--- config.mk ---
export PLATFORM = sky130hd
export DESIGN_NAME = cacheController
export DESIGN_NICKNAME = d
export VERILOG_FILES = /design/src/rtl/cachePkg.sv /design/src/rtl/tagTable.sv /design/src/rtl/requestStage.sv /design/src/rtl/lineTransferFsm.sv /design/src/rtl/flushSequencer.sv /design/src/rtl/cacheController.sv
export SDC_FILE = /design/constraint.sdc
export NUM_CORES = 1
export LEC_CHECK = 0
export ABC_CLOCK_PERIOD_IN_PS = 5200
export BUFFER_PORTS_ARGS = -buffer_cell sky130_fd_sc_hd__buf_4
export CORE_MARGIN = 2
export CORE_UTILIZATION = 57
export DETAILED_ROUTE_END_ITERATION = 16
export MAX_ROUTING_LAYER = met4
export PLACE_DENSITY = 0.82
export REMOVE_ABC_BUFFERS = 1
export SYNTH_ARGS = -nofsm -noshare
export SYNTH_HDL_FRONTEND = slang
export SYNTH_SLANG_ARGS = --single-unit
--- constraint.sdc ---
create_clock -name clk -period 5.2 [get_ports clk]
set_input_delay 1.3 -clock clk [delete_from_list [all_inputs] [get_ports clk]]
set_output_delay 1.3 -clock clk [all_outputs]
set_load 0.02 [all_outputs]
--- src/rtl/cachePkg.sv ---
package cachePkg;

    // Cache geometry
    localparam int lineOffsetBits = 7;
    localparam int wordsPerLine = 32;
    localparam int wordBits = 5;
    localparam int numSets = 8;
    localparam int setBits = 3;
    localparam int numWays = 4;
    localparam int wayBits = 2;
    localparam int tagBits = 32 - lineOffsetBits - setBits;
    localparam int lineAddrBits = tagBits + setBits;
    localparam int sramAddrBits = wayBits + setBits + lineOffsetBits;

    typedef enum logic [1:0] {
        memNone,
        memCacheToExt,
        memExtToCache
    } MemCmd;

    typedef struct packed {
        logic valid;
        logic isStore;
        logic [31:0] addr;
    } CacheReq;

    typedef struct packed {
        logic valid;
        logic isStore;
        logic [sramAddrBits-1:0] sramAddr;
    } CacheResp;

    // Addresses toward the memory controller are word addresses
    typedef struct packed {
        MemCmd cmd;
        logic [wayBits+setBits+wordBits-1:0] sramAddr;
        logic [lineAddrBits+wordBits-1:0] extAddr;
    } MemCtrl;

    typedef struct packed {
        logic busy;
        logic [wordBits:0] progress;
    } MemStat;

    typedef struct packed {
        logic [tagBits-1:0] tag;
        logic valid;
        logic dirty;
        logic used;
    } TagEntry;

    typedef struct packed {
        logic [wayBits-1:0] way;
        logic [setBits-1:0] set;
    } LineSlot;

endpackage

--- src/rtl/tagTable.sv ---
`timescale 1ns/100ps

module tagTable (
    input  logic clk,
    input  logic rst,
    input  logic [31:0] lookupAddr,
    output logic hit,
    output logic [cachePkg::wayBits-1:0] hitWay,
    output logic freeAvail,
    output logic [cachePkg::wayBits-1:0] freeWay,
    output logic [cachePkg::wayBits-1:0] victimWay,
    output cachePkg::TagEntry victimEntry,
    input  logic touch,
    input  logic touchStore,
    input  logic [cachePkg::wayBits-1:0] touchWay,
    input  logic fillDone,
    input  cachePkg::LineSlot fillSlot,
    input  logic [cachePkg::tagBits-1:0] fillTag,
    input  logic inval,
    input  cachePkg::LineSlot invalSlot,
    input  cachePkg::LineSlot sweepSlot,
    output cachePkg::TagEntry sweepEntry
);
    import cachePkg::*;

    TagEntry entries [numSets][numWays];

    logic [setBits-1:0] lookupSet;
    logic [tagBits-1:0] lookupTag;

    assign lookupSet = lookupAddr[lineOffsetBits +: setBits];
    assign lookupTag = lookupAddr[31 -: tagBits];

    // Highest matching way wins in every scan
    always_comb begin
        hit = 1'b0;
        hitWay = '0;
        freeAvail = 1'b0;
        freeWay = '0;
        victimWay = '0;
        for (int w = 0; w < numWays; w++) begin
            if (entries[lookupSet][w].valid && entries[lookupSet][w].tag == lookupTag) begin
                hit = 1'b1;
                hitWay = wayBits'(w);
            end
            if (!entries[lookupSet][w].valid) begin
                freeAvail = 1'b1;
                freeWay = wayBits'(w);
            end
            if (!entries[lookupSet][w].used) begin
                victimWay = wayBits'(w);
            end
        end
    end

    assign victimEntry = entries[lookupSet][victimWay];
    assign sweepEntry = entries[sweepSlot.set][sweepSlot.way];

    always_ff @(posedge clk) begin
        if (rst) begin
            for (int s = 0; s < numSets; s++) begin
                for (int w = 0; w < numWays; w++) begin
                    entries[s][w].valid <= 1'b0;
                    entries[s][w].dirty <= 1'b0;
                    entries[s][w].used <= 1'b0;
                end
            end
        end else begin
            // Only the latest touched way keeps its used bit
            if (touch) begin
                for (int w = 0; w < numWays; w++) begin
                    entries[lookupSet][w].used <= 1'b0;
                end
                entries[lookupSet][touchWay].used <= 1'b1;
                if (touchStore) begin
                    entries[lookupSet][touchWay].dirty <= 1'b1;
                end
            end

            if (fillDone) begin
                entries[fillSlot.set][fillSlot.way].tag <= fillTag;
                entries[fillSlot.set][fillSlot.way].valid <= 1'b1;
                entries[fillSlot.set][fillSlot.way].dirty <= 1'b0;
            end

            if (inval) begin
                entries[invalSlot.set][invalSlot.way].valid <= 1'b0;
                entries[invalSlot.set][invalSlot.way].dirty <= 1'b0;
                entries[invalSlot.set][invalSlot.way].used <= 1'b0;
            end
        end
    end

endmodule

--- src/rtl/requestStage.sv ---
`timescale 1ns/100ps

module requestStage (
    input  logic clk,
    input  logic rst,
    input  cachePkg::CacheReq req,
    output logic stall,
    output cachePkg::CacheResp resp,
    input  logic flushBusy,
    input  logic engineIdle,
    output logic [31:0] lookupAddr,
    input  logic hit,
    input  logic [cachePkg::wayBits-1:0] hitWay,
    input  logic freeAvail,
    input  logic [cachePkg::wayBits-1:0] freeWay,
    input  logic [cachePkg::wayBits-1:0] victimWay,
    input  cachePkg::TagEntry victimEntry,
    output logic touch,
    output logic touchStore,
    output logic [cachePkg::wayBits-1:0] touchWay,
    output logic fillStart,
    output cachePkg::LineSlot fillSlot,
    output logic [cachePkg::lineAddrBits-1:0] fillAddr,
    output logic writeBack,
    output logic [cachePkg::lineAddrBits-1:0] wbAddr,
    output logic victimInval
);
    import cachePkg::*;

    logic [setBits-1:0] reqSet;
    logic accept;
    logic miss;

    assign lookupAddr = req.addr;
    assign reqSet = req.addr[lineOffsetBits +: setBits];

    assign accept = req.valid && hit && !flushBusy;
    assign miss = req.valid && !hit;

    // A missing request stays stalled until its line is installed
    assign stall = flushBusy || miss;

    assign touch = accept;
    assign touchStore = req.isStore;
    assign touchWay = hitWay;

    // Only one line transfer in flight
    assign fillStart = miss && !flushBusy && engineIdle;

    assign fillSlot = '{way: (freeAvail ? freeWay : victimWay), set: reqSet};
    assign fillAddr = req.addr[31:lineOffsetBits];

    // Victim is only used when the set has no free way
    assign writeBack = !freeAvail && victimEntry.valid && victimEntry.dirty;
    assign wbAddr = {victimEntry.tag, reqSet};
    assign victimInval = fillStart && !freeAvail;

    always_ff @(posedge clk) begin
        if (rst) begin
            resp.valid <= 1'b0;
        end else begin
            resp.valid <= accept;
            if (accept) begin
                resp.isStore <= req.isStore;
                resp.sramAddr <= {hitWay, reqSet, req.addr[lineOffsetBits-1:0]};
            end
        end
    end

endmodule

--- src/rtl/lineTransferFsm.sv ---
`timescale 1ns/100ps

module lineTransferFsm (
    input  logic clk,
    input  logic rst,
    input  logic fillStart,
    input  cachePkg::LineSlot fillSlot,
    input  logic [cachePkg::lineAddrBits-1:0] fillAddr,
    input  logic writeBack,
    input  logic [cachePkg::lineAddrBits-1:0] wbAddr,
    input  logic evictStart,
    input  cachePkg::LineSlot evictSlot,
    input  logic [cachePkg::lineAddrBits-1:0] evictAddr,
    output cachePkg::MemCtrl memCtrl,
    input  cachePkg::MemStat memStat,
    output logic idle,
    output logic fillDone,
    output cachePkg::LineSlot doneSlot,
    output logic [cachePkg::tagBits-1:0] doneTag
);
    import cachePkg::*;

    typedef enum logic [2:0] {
        stIdle,
        stEvictReq,
        stEvictActive,
        stLoadReq,
        stLoadActive,
        stReplaceReq,
        stReplaceActive
    } FsmState;

    FsmState state;
    logic [lineAddrBits-1:0] pendingAddr;
    logic xferDone;

    function automatic logic [wayBits+setBits+wordBits-1:0] slotBase(input LineSlot s);
        return {s.way, s.set, {wordBits{1'b0}}};
    endfunction

    assign xferDone = !memStat.busy || memStat.progress == wordsPerLine;
    assign idle = state == stIdle;

    // Install happens on the same edge that returns to idle
    assign fillDone = state == stLoadActive && xferDone;
    assign doneSlot = '{way: memCtrl.sramAddr[wordBits+setBits +: wayBits],
                        set: memCtrl.sramAddr[wordBits +: setBits]};
    assign doneTag = memCtrl.extAddr[wordBits+setBits +: tagBits];

    always_ff @(posedge clk) begin
        if (rst) begin
            state <= stIdle;
            memCtrl.cmd <= memNone;
        end else begin
            case (state)
                stIdle: begin
                    if (fillStart) begin
                        memCtrl.sramAddr <= slotBase(fillSlot);
                        pendingAddr <= fillAddr;
                        if (writeBack) begin
                            memCtrl.cmd <= memCacheToExt;
                            memCtrl.extAddr <= {wbAddr, {wordBits{1'b0}}};
                            state <= stReplaceReq;
                        end else begin
                            memCtrl.cmd <= memExtToCache;
                            memCtrl.extAddr <= {fillAddr, {wordBits{1'b0}}};
                            state <= stLoadReq;
                        end
                    end else if (evictStart) begin
                        memCtrl.cmd <= memCacheToExt;
                        memCtrl.sramAddr <= slotBase(evictSlot);
                        memCtrl.extAddr <= {evictAddr, {wordBits{1'b0}}};
                        state <= stEvictReq;
                    end
                end
                stEvictReq: begin
                    if (memStat.busy) begin
                        memCtrl.cmd <= memNone;
                        state <= stEvictActive;
                    end
                end
                stLoadReq: begin
                    if (memStat.busy) begin
                        memCtrl.cmd <= memNone;
                        state <= stLoadActive;
                    end
                end
                stReplaceReq: begin
                    if (memStat.busy) begin
                        memCtrl.cmd <= memNone;
                        state <= stReplaceActive;
                    end
                end
                stEvictActive, stLoadActive: begin
                    if (xferDone) begin
                        state <= stIdle;
                    end
                end
                stReplaceActive: begin
                    // Refill goes to the slot just written back
                    if (xferDone) begin
                        memCtrl.cmd <= memExtToCache;
                        memCtrl.extAddr <= {pendingAddr, {wordBits{1'b0}}};
                        state <= stLoadReq;
                    end
                end
                default: state <= stIdle;
            endcase
        end
    end

endmodule

--- src/rtl/flushSequencer.sv ---
`timescale 1ns/100ps

module flushSequencer (
    input  logic clk,
    input  logic rst,
    input  logic fence,
    input  logic engineIdle,
    output logic fenceBusy,
    output cachePkg::LineSlot sweepSlot,
    input  cachePkg::TagEntry sweepEntry,
    output logic evictStart,
    output cachePkg::LineSlot evictSlot,
    output logic [cachePkg::lineAddrBits-1:0] evictAddr,
    output logic inval,
    output cachePkg::LineSlot invalSlot
);
    import cachePkg::*;

    logic busyReg;
    logic started;
    logic [setBits+wayBits:0] slotCnt;
    logic sweepDone;
    logic needWb;
    logic stepOk;

    assign fenceBusy = busyReg || fence;

    // Set-major order with the ways walking fastest
    assign sweepSlot = '{way: slotCnt[wayBits-1:0], set: slotCnt[wayBits +: setBits]};
    assign sweepDone = slotCnt[setBits+wayBits];

    assign needWb = sweepEntry.valid && sweepEntry.dirty;
    assign stepOk = started && !sweepDone && (!needWb || engineIdle);

    assign evictStart = stepOk && needWb;
    assign evictSlot = sweepSlot;
    assign evictAddr = {sweepEntry.tag, sweepSlot.set};
    assign inval = stepOk;
    assign invalSlot = sweepSlot;

    always_ff @(posedge clk) begin
        if (rst) begin
            busyReg <= 1'b0;
            started <= 1'b0;
            slotCnt <= '0;
        end else if (fence) begin
            busyReg <= 1'b1;
            started <= 1'b0;
            slotCnt <= '0;
        end else if (busyReg) begin
            // Let a pending refill land before sweeping
            if (!started) begin
                started <= engineIdle;
            end else if (sweepDone) begin
                if (engineIdle) begin
                    busyReg <= 1'b0;
                    started <= 1'b0;
                end
            end else if (stepOk) begin
                slotCnt <= slotCnt + 1'b1;
            end
        end
    end

endmodule

--- src/rtl/cacheController.sv ---
`timescale 1ns/100ps

module cacheController (
    input  logic clk,
    input  logic rst,
    input  cachePkg::CacheReq req,
    output logic stall,
    output cachePkg::CacheResp resp,
    output cachePkg::MemCtrl memCtrl,
    input  cachePkg::MemStat memStat,
    input  logic fence,
    output logic fenceBusy
);
    import cachePkg::*;

    logic [31:0] lookupAddr;
    logic hit;
    logic [wayBits-1:0] hitWay;
    logic freeAvail;
    logic [wayBits-1:0] freeWay;
    logic [wayBits-1:0] victimWay;
    TagEntry victimEntry;
    logic touch;
    logic touchStore;
    logic [wayBits-1:0] touchWay;

    logic fillStart;
    LineSlot missSlot;
    logic [lineAddrBits-1:0] fillAddr;
    logic writeBack;
    logic [lineAddrBits-1:0] wbAddr;
    logic victimInval;

    logic engineIdle;
    logic fillDone;
    LineSlot doneSlot;
    logic [tagBits-1:0] doneTag;

    LineSlot sweepSlot;
    TagEntry sweepEntry;
    logic evictStart;
    LineSlot evictSlot;
    logic [lineAddrBits-1:0] evictAddr;
    logic flushInval;
    LineSlot flushInvalSlot;

    logic tblInval;
    LineSlot tblInvalSlot;

    // Victim and sweep invalidations never coincide
    assign tblInval = victimInval || flushInval;
    assign tblInvalSlot = flushInval ? flushInvalSlot : missSlot;

    tagTable i_tagTable (
        .clk(clk), .rst(rst), .lookupAddr(lookupAddr), .hit(hit), .hitWay(hitWay),
        .freeAvail(freeAvail), .freeWay(freeWay), .victimWay(victimWay),
        .victimEntry(victimEntry), .touch(touch), .touchStore(touchStore),
        .touchWay(touchWay), .fillDone(fillDone), .fillSlot(doneSlot), .fillTag(doneTag),
        .inval(tblInval), .invalSlot(tblInvalSlot), .sweepSlot(sweepSlot),
        .sweepEntry(sweepEntry)
    );

    requestStage i_requestStage (
        .clk(clk), .rst(rst), .req(req), .stall(stall), .resp(resp),
        .flushBusy(fenceBusy), .engineIdle(engineIdle), .lookupAddr(lookupAddr),
        .hit(hit), .hitWay(hitWay), .freeAvail(freeAvail), .freeWay(freeWay),
        .victimWay(victimWay), .victimEntry(victimEntry), .touch(touch),
        .touchStore(touchStore), .touchWay(touchWay), .fillStart(fillStart),
        .fillSlot(missSlot), .fillAddr(fillAddr), .writeBack(writeBack), .wbAddr(wbAddr),
        .victimInval(victimInval)
    );

    lineTransferFsm i_lineTransferFsm (
        .clk(clk), .rst(rst), .fillStart(fillStart), .fillSlot(missSlot),
        .fillAddr(fillAddr), .writeBack(writeBack), .wbAddr(wbAddr),
        .evictStart(evictStart), .evictSlot(evictSlot), .evictAddr(evictAddr),
        .memCtrl(memCtrl), .memStat(memStat), .idle(engineIdle), .fillDone(fillDone),
        .doneSlot(doneSlot), .doneTag(doneTag)
    );

    flushSequencer i_flushSequencer (
        .clk(clk), .rst(rst), .fence(fence), .engineIdle(engineIdle),
        .fenceBusy(fenceBusy), .sweepSlot(sweepSlot), .sweepEntry(sweepEntry),
        .evictStart(evictStart), .evictSlot(evictSlot), .evictAddr(evictAddr),
        .inval(flushInval), .invalSlot(flushInvalSlot)
    );

endmodule

# After elaboration in Yosys (flattened, before gate mapping)
# Memory sizes are Yosys's and may differ from the RTL's. A register that Yosys moved wholly into a read port is not among the register bits.
# Cells that the tools add are included.
[op_classes]
addsub = 1
magnitude_cmp = 8
n_eq_ne = 18
n_mux = 602
n_bitwise = 511
n_reduce_logical = 49
[op_table]
columns = ["cell", "n"]
rows = [
  ["$mux W100", 14],
  ["$mux W1", 535],
  ["$or A1 B1 Y1", 504],
  ["$demux W25 S2", 8],
  ["$reduce_or A100 Y1", 3],
  ["$mux W25", 5],
  ["$bmux W25 S2", 2],
  ["$eq A22 B22 Y1", 4],
  ["$mux W42", 2],
  ["$mux W30", 2],
  ["$pmux W30 S2", 1],
  ["$mux W3", 15],
  ["$mux W2", 13],
  ["$logic_and A1 B1 Y1", 20],
  ["$pmux W3 S6", 1],
  ["$ge A3 B3 Y1 const B", 5],
  ["$not A2 Y3", 5],
  ["$mux W6", 2],
  ["$reduce_and A4 Y1", 3],
  ["$eq A3 B3 Y1 const B", 3],
  ["$lt A3 B1 Y1 const B", 3],
  ["$add A6 B1 Y6 const B", 1],
  ["$eq A3 B2 Y1 const B", 2],
  ["$eq A6 B6 Y1 const B", 1],
  ["17 further kinds", 35],
]
[word_totals]
regBits = 87
ramBits = 800
output_inout_bits = 58
wordCells = 1202
n_memories = 1
[memory_table]
columns = ["memory", "depth", "word_bits", "rd", "rd_ports_with_merged_regs", "write_ports", "line_no", "rtl"]
rows = [
  ["i_tagTable.entries", 8, 100, 2, 1, 8, "tagTable.sv:26", "TagEntry entries [numSets][numWays];"],
]

# Logic depth before layout (Yosys ltp)
# An unclocked memory read counts as a cell.
[depth]
word_depth = 20
depth_mapped = 18
ltp_nobuf = 10

# Modules after synthesis
# A second synthesis with hierarchy kept.
[unflattened]
cells_unflattened = 2886
hier_area_um2 = 44307.5
[by_module_without_submodules]
columns = ["mod", "n_inst", "cells_per_inst", "area_per_inst_um2", "seq_area_each_um2"]
rows = [
  ["tagTable", 1, 2386, 39196.3, 23062.1],
  ["lineTransferFsm", 1, 296, 3184.3, 1751.7],
  ["requestStage", 1, 112, 1156.1, 410.4],
  ["flushSequencer", 1, 86, 708.2, 160.2],
  ["cacheController", 1, 6, 62.6, 0.0],
]

# Least setup slack after synthesis
# OpenSTA, ideal clock, no wires.
[synth_timing]
path_type = "input to register"
from = "input port req[8] (netlist bit)"
to = "register i_lineTransferFsm.doneTag[0] (netlist name)"
setup_ns = 0.415
t_arrival_ns = 5.138
setup_slack_ns = -0.353
stages = 14
path_buffers = 4
path_cell_list = "buf_2 buf_6 buf_2 mux2_2 a221oi_1 o22ai_1 xor2_1 nor4_1 and4_1 nor4_4 nand2_2 buf_2 and2_1 a21oi_1"
[synth_between]
elab_chain_cells = 13
[synth_rtl]
columns = ["element", "line_no", "rtl"]
rows = [
  ["start: declaration", "cacheController.sv:6", "input cachePkg::CacheReq req,"],
  ["$mem_v2 Z8 W100 *", "-", ""],
  ["$eq A22 B22 Y1", "tagTable.sv:42", "if (entries[lookupSet][w].valid && entries[lookupSet][w].tag == lookupTag) begin"],
  ["$logic_and A1 B1 Y1", "tagTable.sv:42", ""],
  ["$mux W1 (3 in series)", "tagTable.sv:42", ""],
  ["$mux W1 *", "tagTable.sv:42", ""],
  ["$logic_not A1 Y1 *", "requestStage.sv:38", "assign miss = req.valid && !hit;"],
  ["$logic_and A1 B1 Y1 *", "requestStage.sv:38", ""],
  ["$logic_and A1 B1 Y1 * (2 in series)", "requestStage.sv:48", "assign fillStart = miss && !flushBusy && engineIdle;"],
  ["$ne A3 B3 Y1 (no line) *", "-", ""],
  ["$reduce_and A4 Y1 (no line) *", "-", ""],
]
# Mark *: on every way between the ends. The rest lies on a longest branch, timed or not.
# A chain may end at the register's enable or synchronous reset.

# Worst setup path in the final report
[layout_timing]
from = "input port req[8] (netlist bit)"
to = "output port stall"
[layout_between]
elab_chain_cells = 10
[layout_rtl]
columns = ["element", "line_no", "rtl"]
rows = [
  ["$mem_v2 Z8 W100 *", "-", ""],
  ["$eq A22 B22 Y1", "tagTable.sv:42", ""],
  ["$logic_and A1 B1 Y1", "tagTable.sv:42", ""],
  ["$mux W1 (3 in series)", "tagTable.sv:42", ""],
  ["$mux W1 *", "tagTable.sv:42", ""],
  ["$logic_not A1 Y1 *", "requestStage.sv:38", ""],
  ["$logic_and A1 B1 Y1 *", "requestStage.sv:38", ""],
  ["$logic_or A1 B1 Y1 *", "requestStage.sv:41", "assign stall = flushBusy || miss;"],
  ["end: declaration", "cacheController.sv:7", "output logic stall,"],
]
# Marks and branches as above.

==> results by group <==
Critical path
  – CP dominant cell by count: buf_4
  – Crit Path Class: in2out
  – Largest stage delay on the critical path: 430 ps
  – Crit end category: output port
  – Crit Reg-Reg Endpoint: i_lineTransferFsm.doneTag[2]$_DFFE_PP_
  – Crit Path Max Fanout: 7
  – Worst path slowest cell: nor4_4
  – CP startpoint: req[8]
  – Nature of the critical path startpoint: primary input
  – CP Data Arrival Time: 4190 ps
  – CP Data Required Time: 3900 ps
  – R2R Setup Slk: 1180 ps
  – Crit path capture: stall
  – FF-to-FF path depth: 7
  – CP Cell Sequence: buf_16 -> buf_12 -> buf_4 -> nor2_1 -> buf_4 -> buf_4 -> a22oi_1 -> o22ai_2 -> xor2_1 -> nor4_2 -> and4_4 -> nor4_4 -> nand2_1 -> nand2_2 -> buf_6

Synth
  – Mux contribution to synthesized area: 0.240
  – Post-Synth Adder-Cell Area: 0.000292
  – Post-synthesis sequential area ratio: 0.591
  – Area share of xor/xnor cells in the synthesized design: 0.0127
  – Largest family of logic cells by synthesized area: multiplexers
  – Simple-gate share of the synthesized area: 0.0498
  – Cells after Synth: 2,743
  – Synth cell types: 86
  – Post-synth top flop: edfxtp_1
  – Syn_area_per_cell: 15.6 µm²
  – Synthesized area: 0.0428 mm²
  – Ys async rst share: 0
  – Number of synthesized flops with an enable pin: 772
  – Synth Area in Compound Gates: 0.0779
  – FF+latch count, synth: 877
  – YS warnings: 0

Cells and area
  – Most frequent cells in the layout: edfxtp_1 (772), buf_4 (421), mux4_2 (304), mux2i_1 (199), a21oi_1 (152)
  – Non-filler cells, final: 4,154
  – Final core utilization: 0.688
  – Commonest non-fill, non-tap cell in the layout: edfxtp_1
  – Nets: 3,153
  – Area Growth Syn to Fin: 19.7%
  – Layout cell share with drive strength beyond 1: 0.370

GRT
  – First-pass GRT wire length: 215,000 µm
  – GR Overflow Total: 0
  – All-layer global routing usage: 0.405
  – Antenna violations before repair: 2
  – Largest net degree at the start of global routing: 87
  – Vias in the first global route: 30,400

Detailed routing
  – Vias/cell: 7.42
  – Routed wl met2: 67,700 µm
  – Met3 WL: 24,200 µm
  – Detailed Route Iter0 Violations: 5,603
  – Wire length on met1: 50,500 µm
  – Drc violations: 0
  – Via count: 30,800
  – Total wire length: 153,000 µm
  – Post-DRT Antenna Nets: 0
  – First-pass DRT Iterations: 8
  – DR top layer: met4
  – Per-cell routed wire length: 36.8 µm

Power
  – VDD IR max: 0.299 mV
  – LEAKAGE: 17.3 nW
  – Power per cell area: 306 mW/mm²

Clocking
  – CTS sink cnt: 877
  – CTS Root Cell: clkbuf_16
  – Post-CTS Hold Buffers: 0
  – Total CTS buffers: 91
  – Clock Tree Buf Depth: 3
  – CTS tree: built
  – Max H-tree Level: 3
  – Later-pin clock latency in the skew report: 660 ps
  – Clk slew on worst S/H paths: 60 ps

Timing
  – Final setup vio count: 1
  – Minimum clock period: 5490 ps
  – Setup slack after layout: -287 ps
  – Final Cycle Share: 1.06
  – Skew final: 26.2 ps
  – FMAX: 182 MHz
  – Hold slack: 483 ps
  – Setup tns final: -287 ps
  – Final hold violations: 0
  – Slew of the pin with the lowest slew margin: 1320 ps
  – Final Max Slew Viols: 0
  – RSZ-0062 raised after global routing: yes
  – Rel. slew slack: 0.122

Floorplan
  – Initial core utilization: 0.575
  – Rows: 100
  – Die Ht: 278 µm
  – Die extent in x: 278 µm
  – Die area: 0.0773 mm²
  – Core ar.: 0.0744 mm²
  – Io pins: 102

Worst hold path
  – Worst Hold Class: reg2reg

Placement
  – Routability cong.: 1.06
  – Hpwl dp: 98,300 µm
  – DP Cell Count: 3,969
  – Port Buf Inserts: 91

Run
  – Maxcap violations: 0

Status
  – Failing checks: negative setup slack
  – Status: finished, violations left
## synthesized netlist by cell type, types with 47 or more instances
master,count,area [µm²]
clkbuf_1,109,409
mux2_2,107,1200
o22ai_1,47,294
o21ai_0,80,400
edfxtp_1,772,23200
a21oi_1,154,771
mux4_2,304,6850
mux2i_1,216,2160
nor2_1,85,319
dfxtp_1,105,2100
nand2_1,124,465
a22oi_1,84,631
## per-stage QoR
| stage | area [µm²] | setup slack [ps] | power (mW) |
|---|---|---|---|
| floorplan | 41600 | -5760 | 8.21 |
| global placement | 47400 | -608 | 8.82 |
| detailed placement | 47400 | -585 | 8.84 |
| CTS | 51000 | -114 | 15.6 |
| global route | 51200 | -246 | 16.0 |
| finish | 51200 | -287 | 15.7 |
## cell type report
cell class	count	area, µm²
multi-input cells	1635	16900
inverters	9	33.8
repair buffers	494	4610
flip-flops and latches	877	25300
clock buffers	112	2440
diodes	2	5.00
clock inverters	56	683
fillers	4672	23200
well taps	969	1210
## routing by layer
| metal | global-route usage | up-vias |
|---|---|---|
| met5 | - | - |
| met4 | 0.227 | 0 |
| met3 | 0.121 | 649 |
| met2 | 0.584 | 2943 |
| met1 | 0.515 | 15300 |
| li1 | - | 11900 |
## how the worst min path moves through the flow
stage                                      startpoint                                endpoint  slack [ps]  cells past startpoint
4_1_cts        i_tagTable.entries[2][50]$_SDFFE_PP0P_  i_tagTable.entries[2][50]$_SDFFE_PP0P_         480                      2
2_1_floorplan  i_tagTable.entries[2][50]$_SDFFE_PP0P_  i_tagTable.entries[2][50]$_SDFFE_PP0P_         450                      2
6_report       i_tagTable.entries[2][50]$_SDFFE_PP0P_  i_tagTable.entries[2][50]$_SDFFE_PP0P_         480                      2
5_1_grt        i_tagTable.entries[0][25]$_SDFFE_PP0P_  i_tagTable.entries[0][25]$_SDFFE_PP0P_         520                      2
3_3_place_gp   i_tagTable.entries[5][25]$_SDFFE_PP0P_  i_tagTable.entries[5][25]$_SDFFE_PP0P_         460                      2
3_5_place_dp   i_tagTable.entries[2][50]$_SDFFE_PP0P_  i_tagTable.entries[2][50]$_SDFFE_PP0P_         470                      2
## where the power goes
group          internal [mW]  switching (mW)
Clock                   4.05            2.82
Sequential              7.61          0.0383
Combinational          0.499           0.667
Total                   12.2            3.52
## what timing repair did
item,4_1_cts,5_1_grt
cloned,3,2
buffers inserted,6,5
pin swaps,11,6
setup endpoints to repair,1,1
endpoints found under the hold margin,0,0
gates resized for setup,66,15
## flip-flops by register name, indices dropped and copies added, names as in the netlist, named ones only
register,cells
i_flushSequencer.busyReg,1
i_flushSequencer.slotCnt,6
i_flushSequencer.started,1
i_lineTransferFsm.doneSlot,5
i_lineTransferFsm.doneTag,22
i_lineTransferFsm.memCtrl,5
i_lineTransferFsm.pendingAddr,25
i_lineTransferFsm.state,3
i_requestStage.resp,14
i_tagTable.entries,792
## worst max-delay path: cells and delay by family
kind / cells / cell delay (ps)
simple gates: 6 / 1190
xor+xnor: 1 / 380
buf+inv: 6 / 1000
compound gates: 2 / 290
## logic make-up (layout without fill, tap and decap cells)
family                     Yosys count  after routing
adders and majority gates            1              1
AOI/OAI and AO/OA                  513            513
other                                1             12
xor gates and xnor gates            62             62
muxes                              631            631
and+or+nand+nor                    418            418
buffers and inverters              240            671
DFF                                877            877
(Power assumes the default switching activity.)
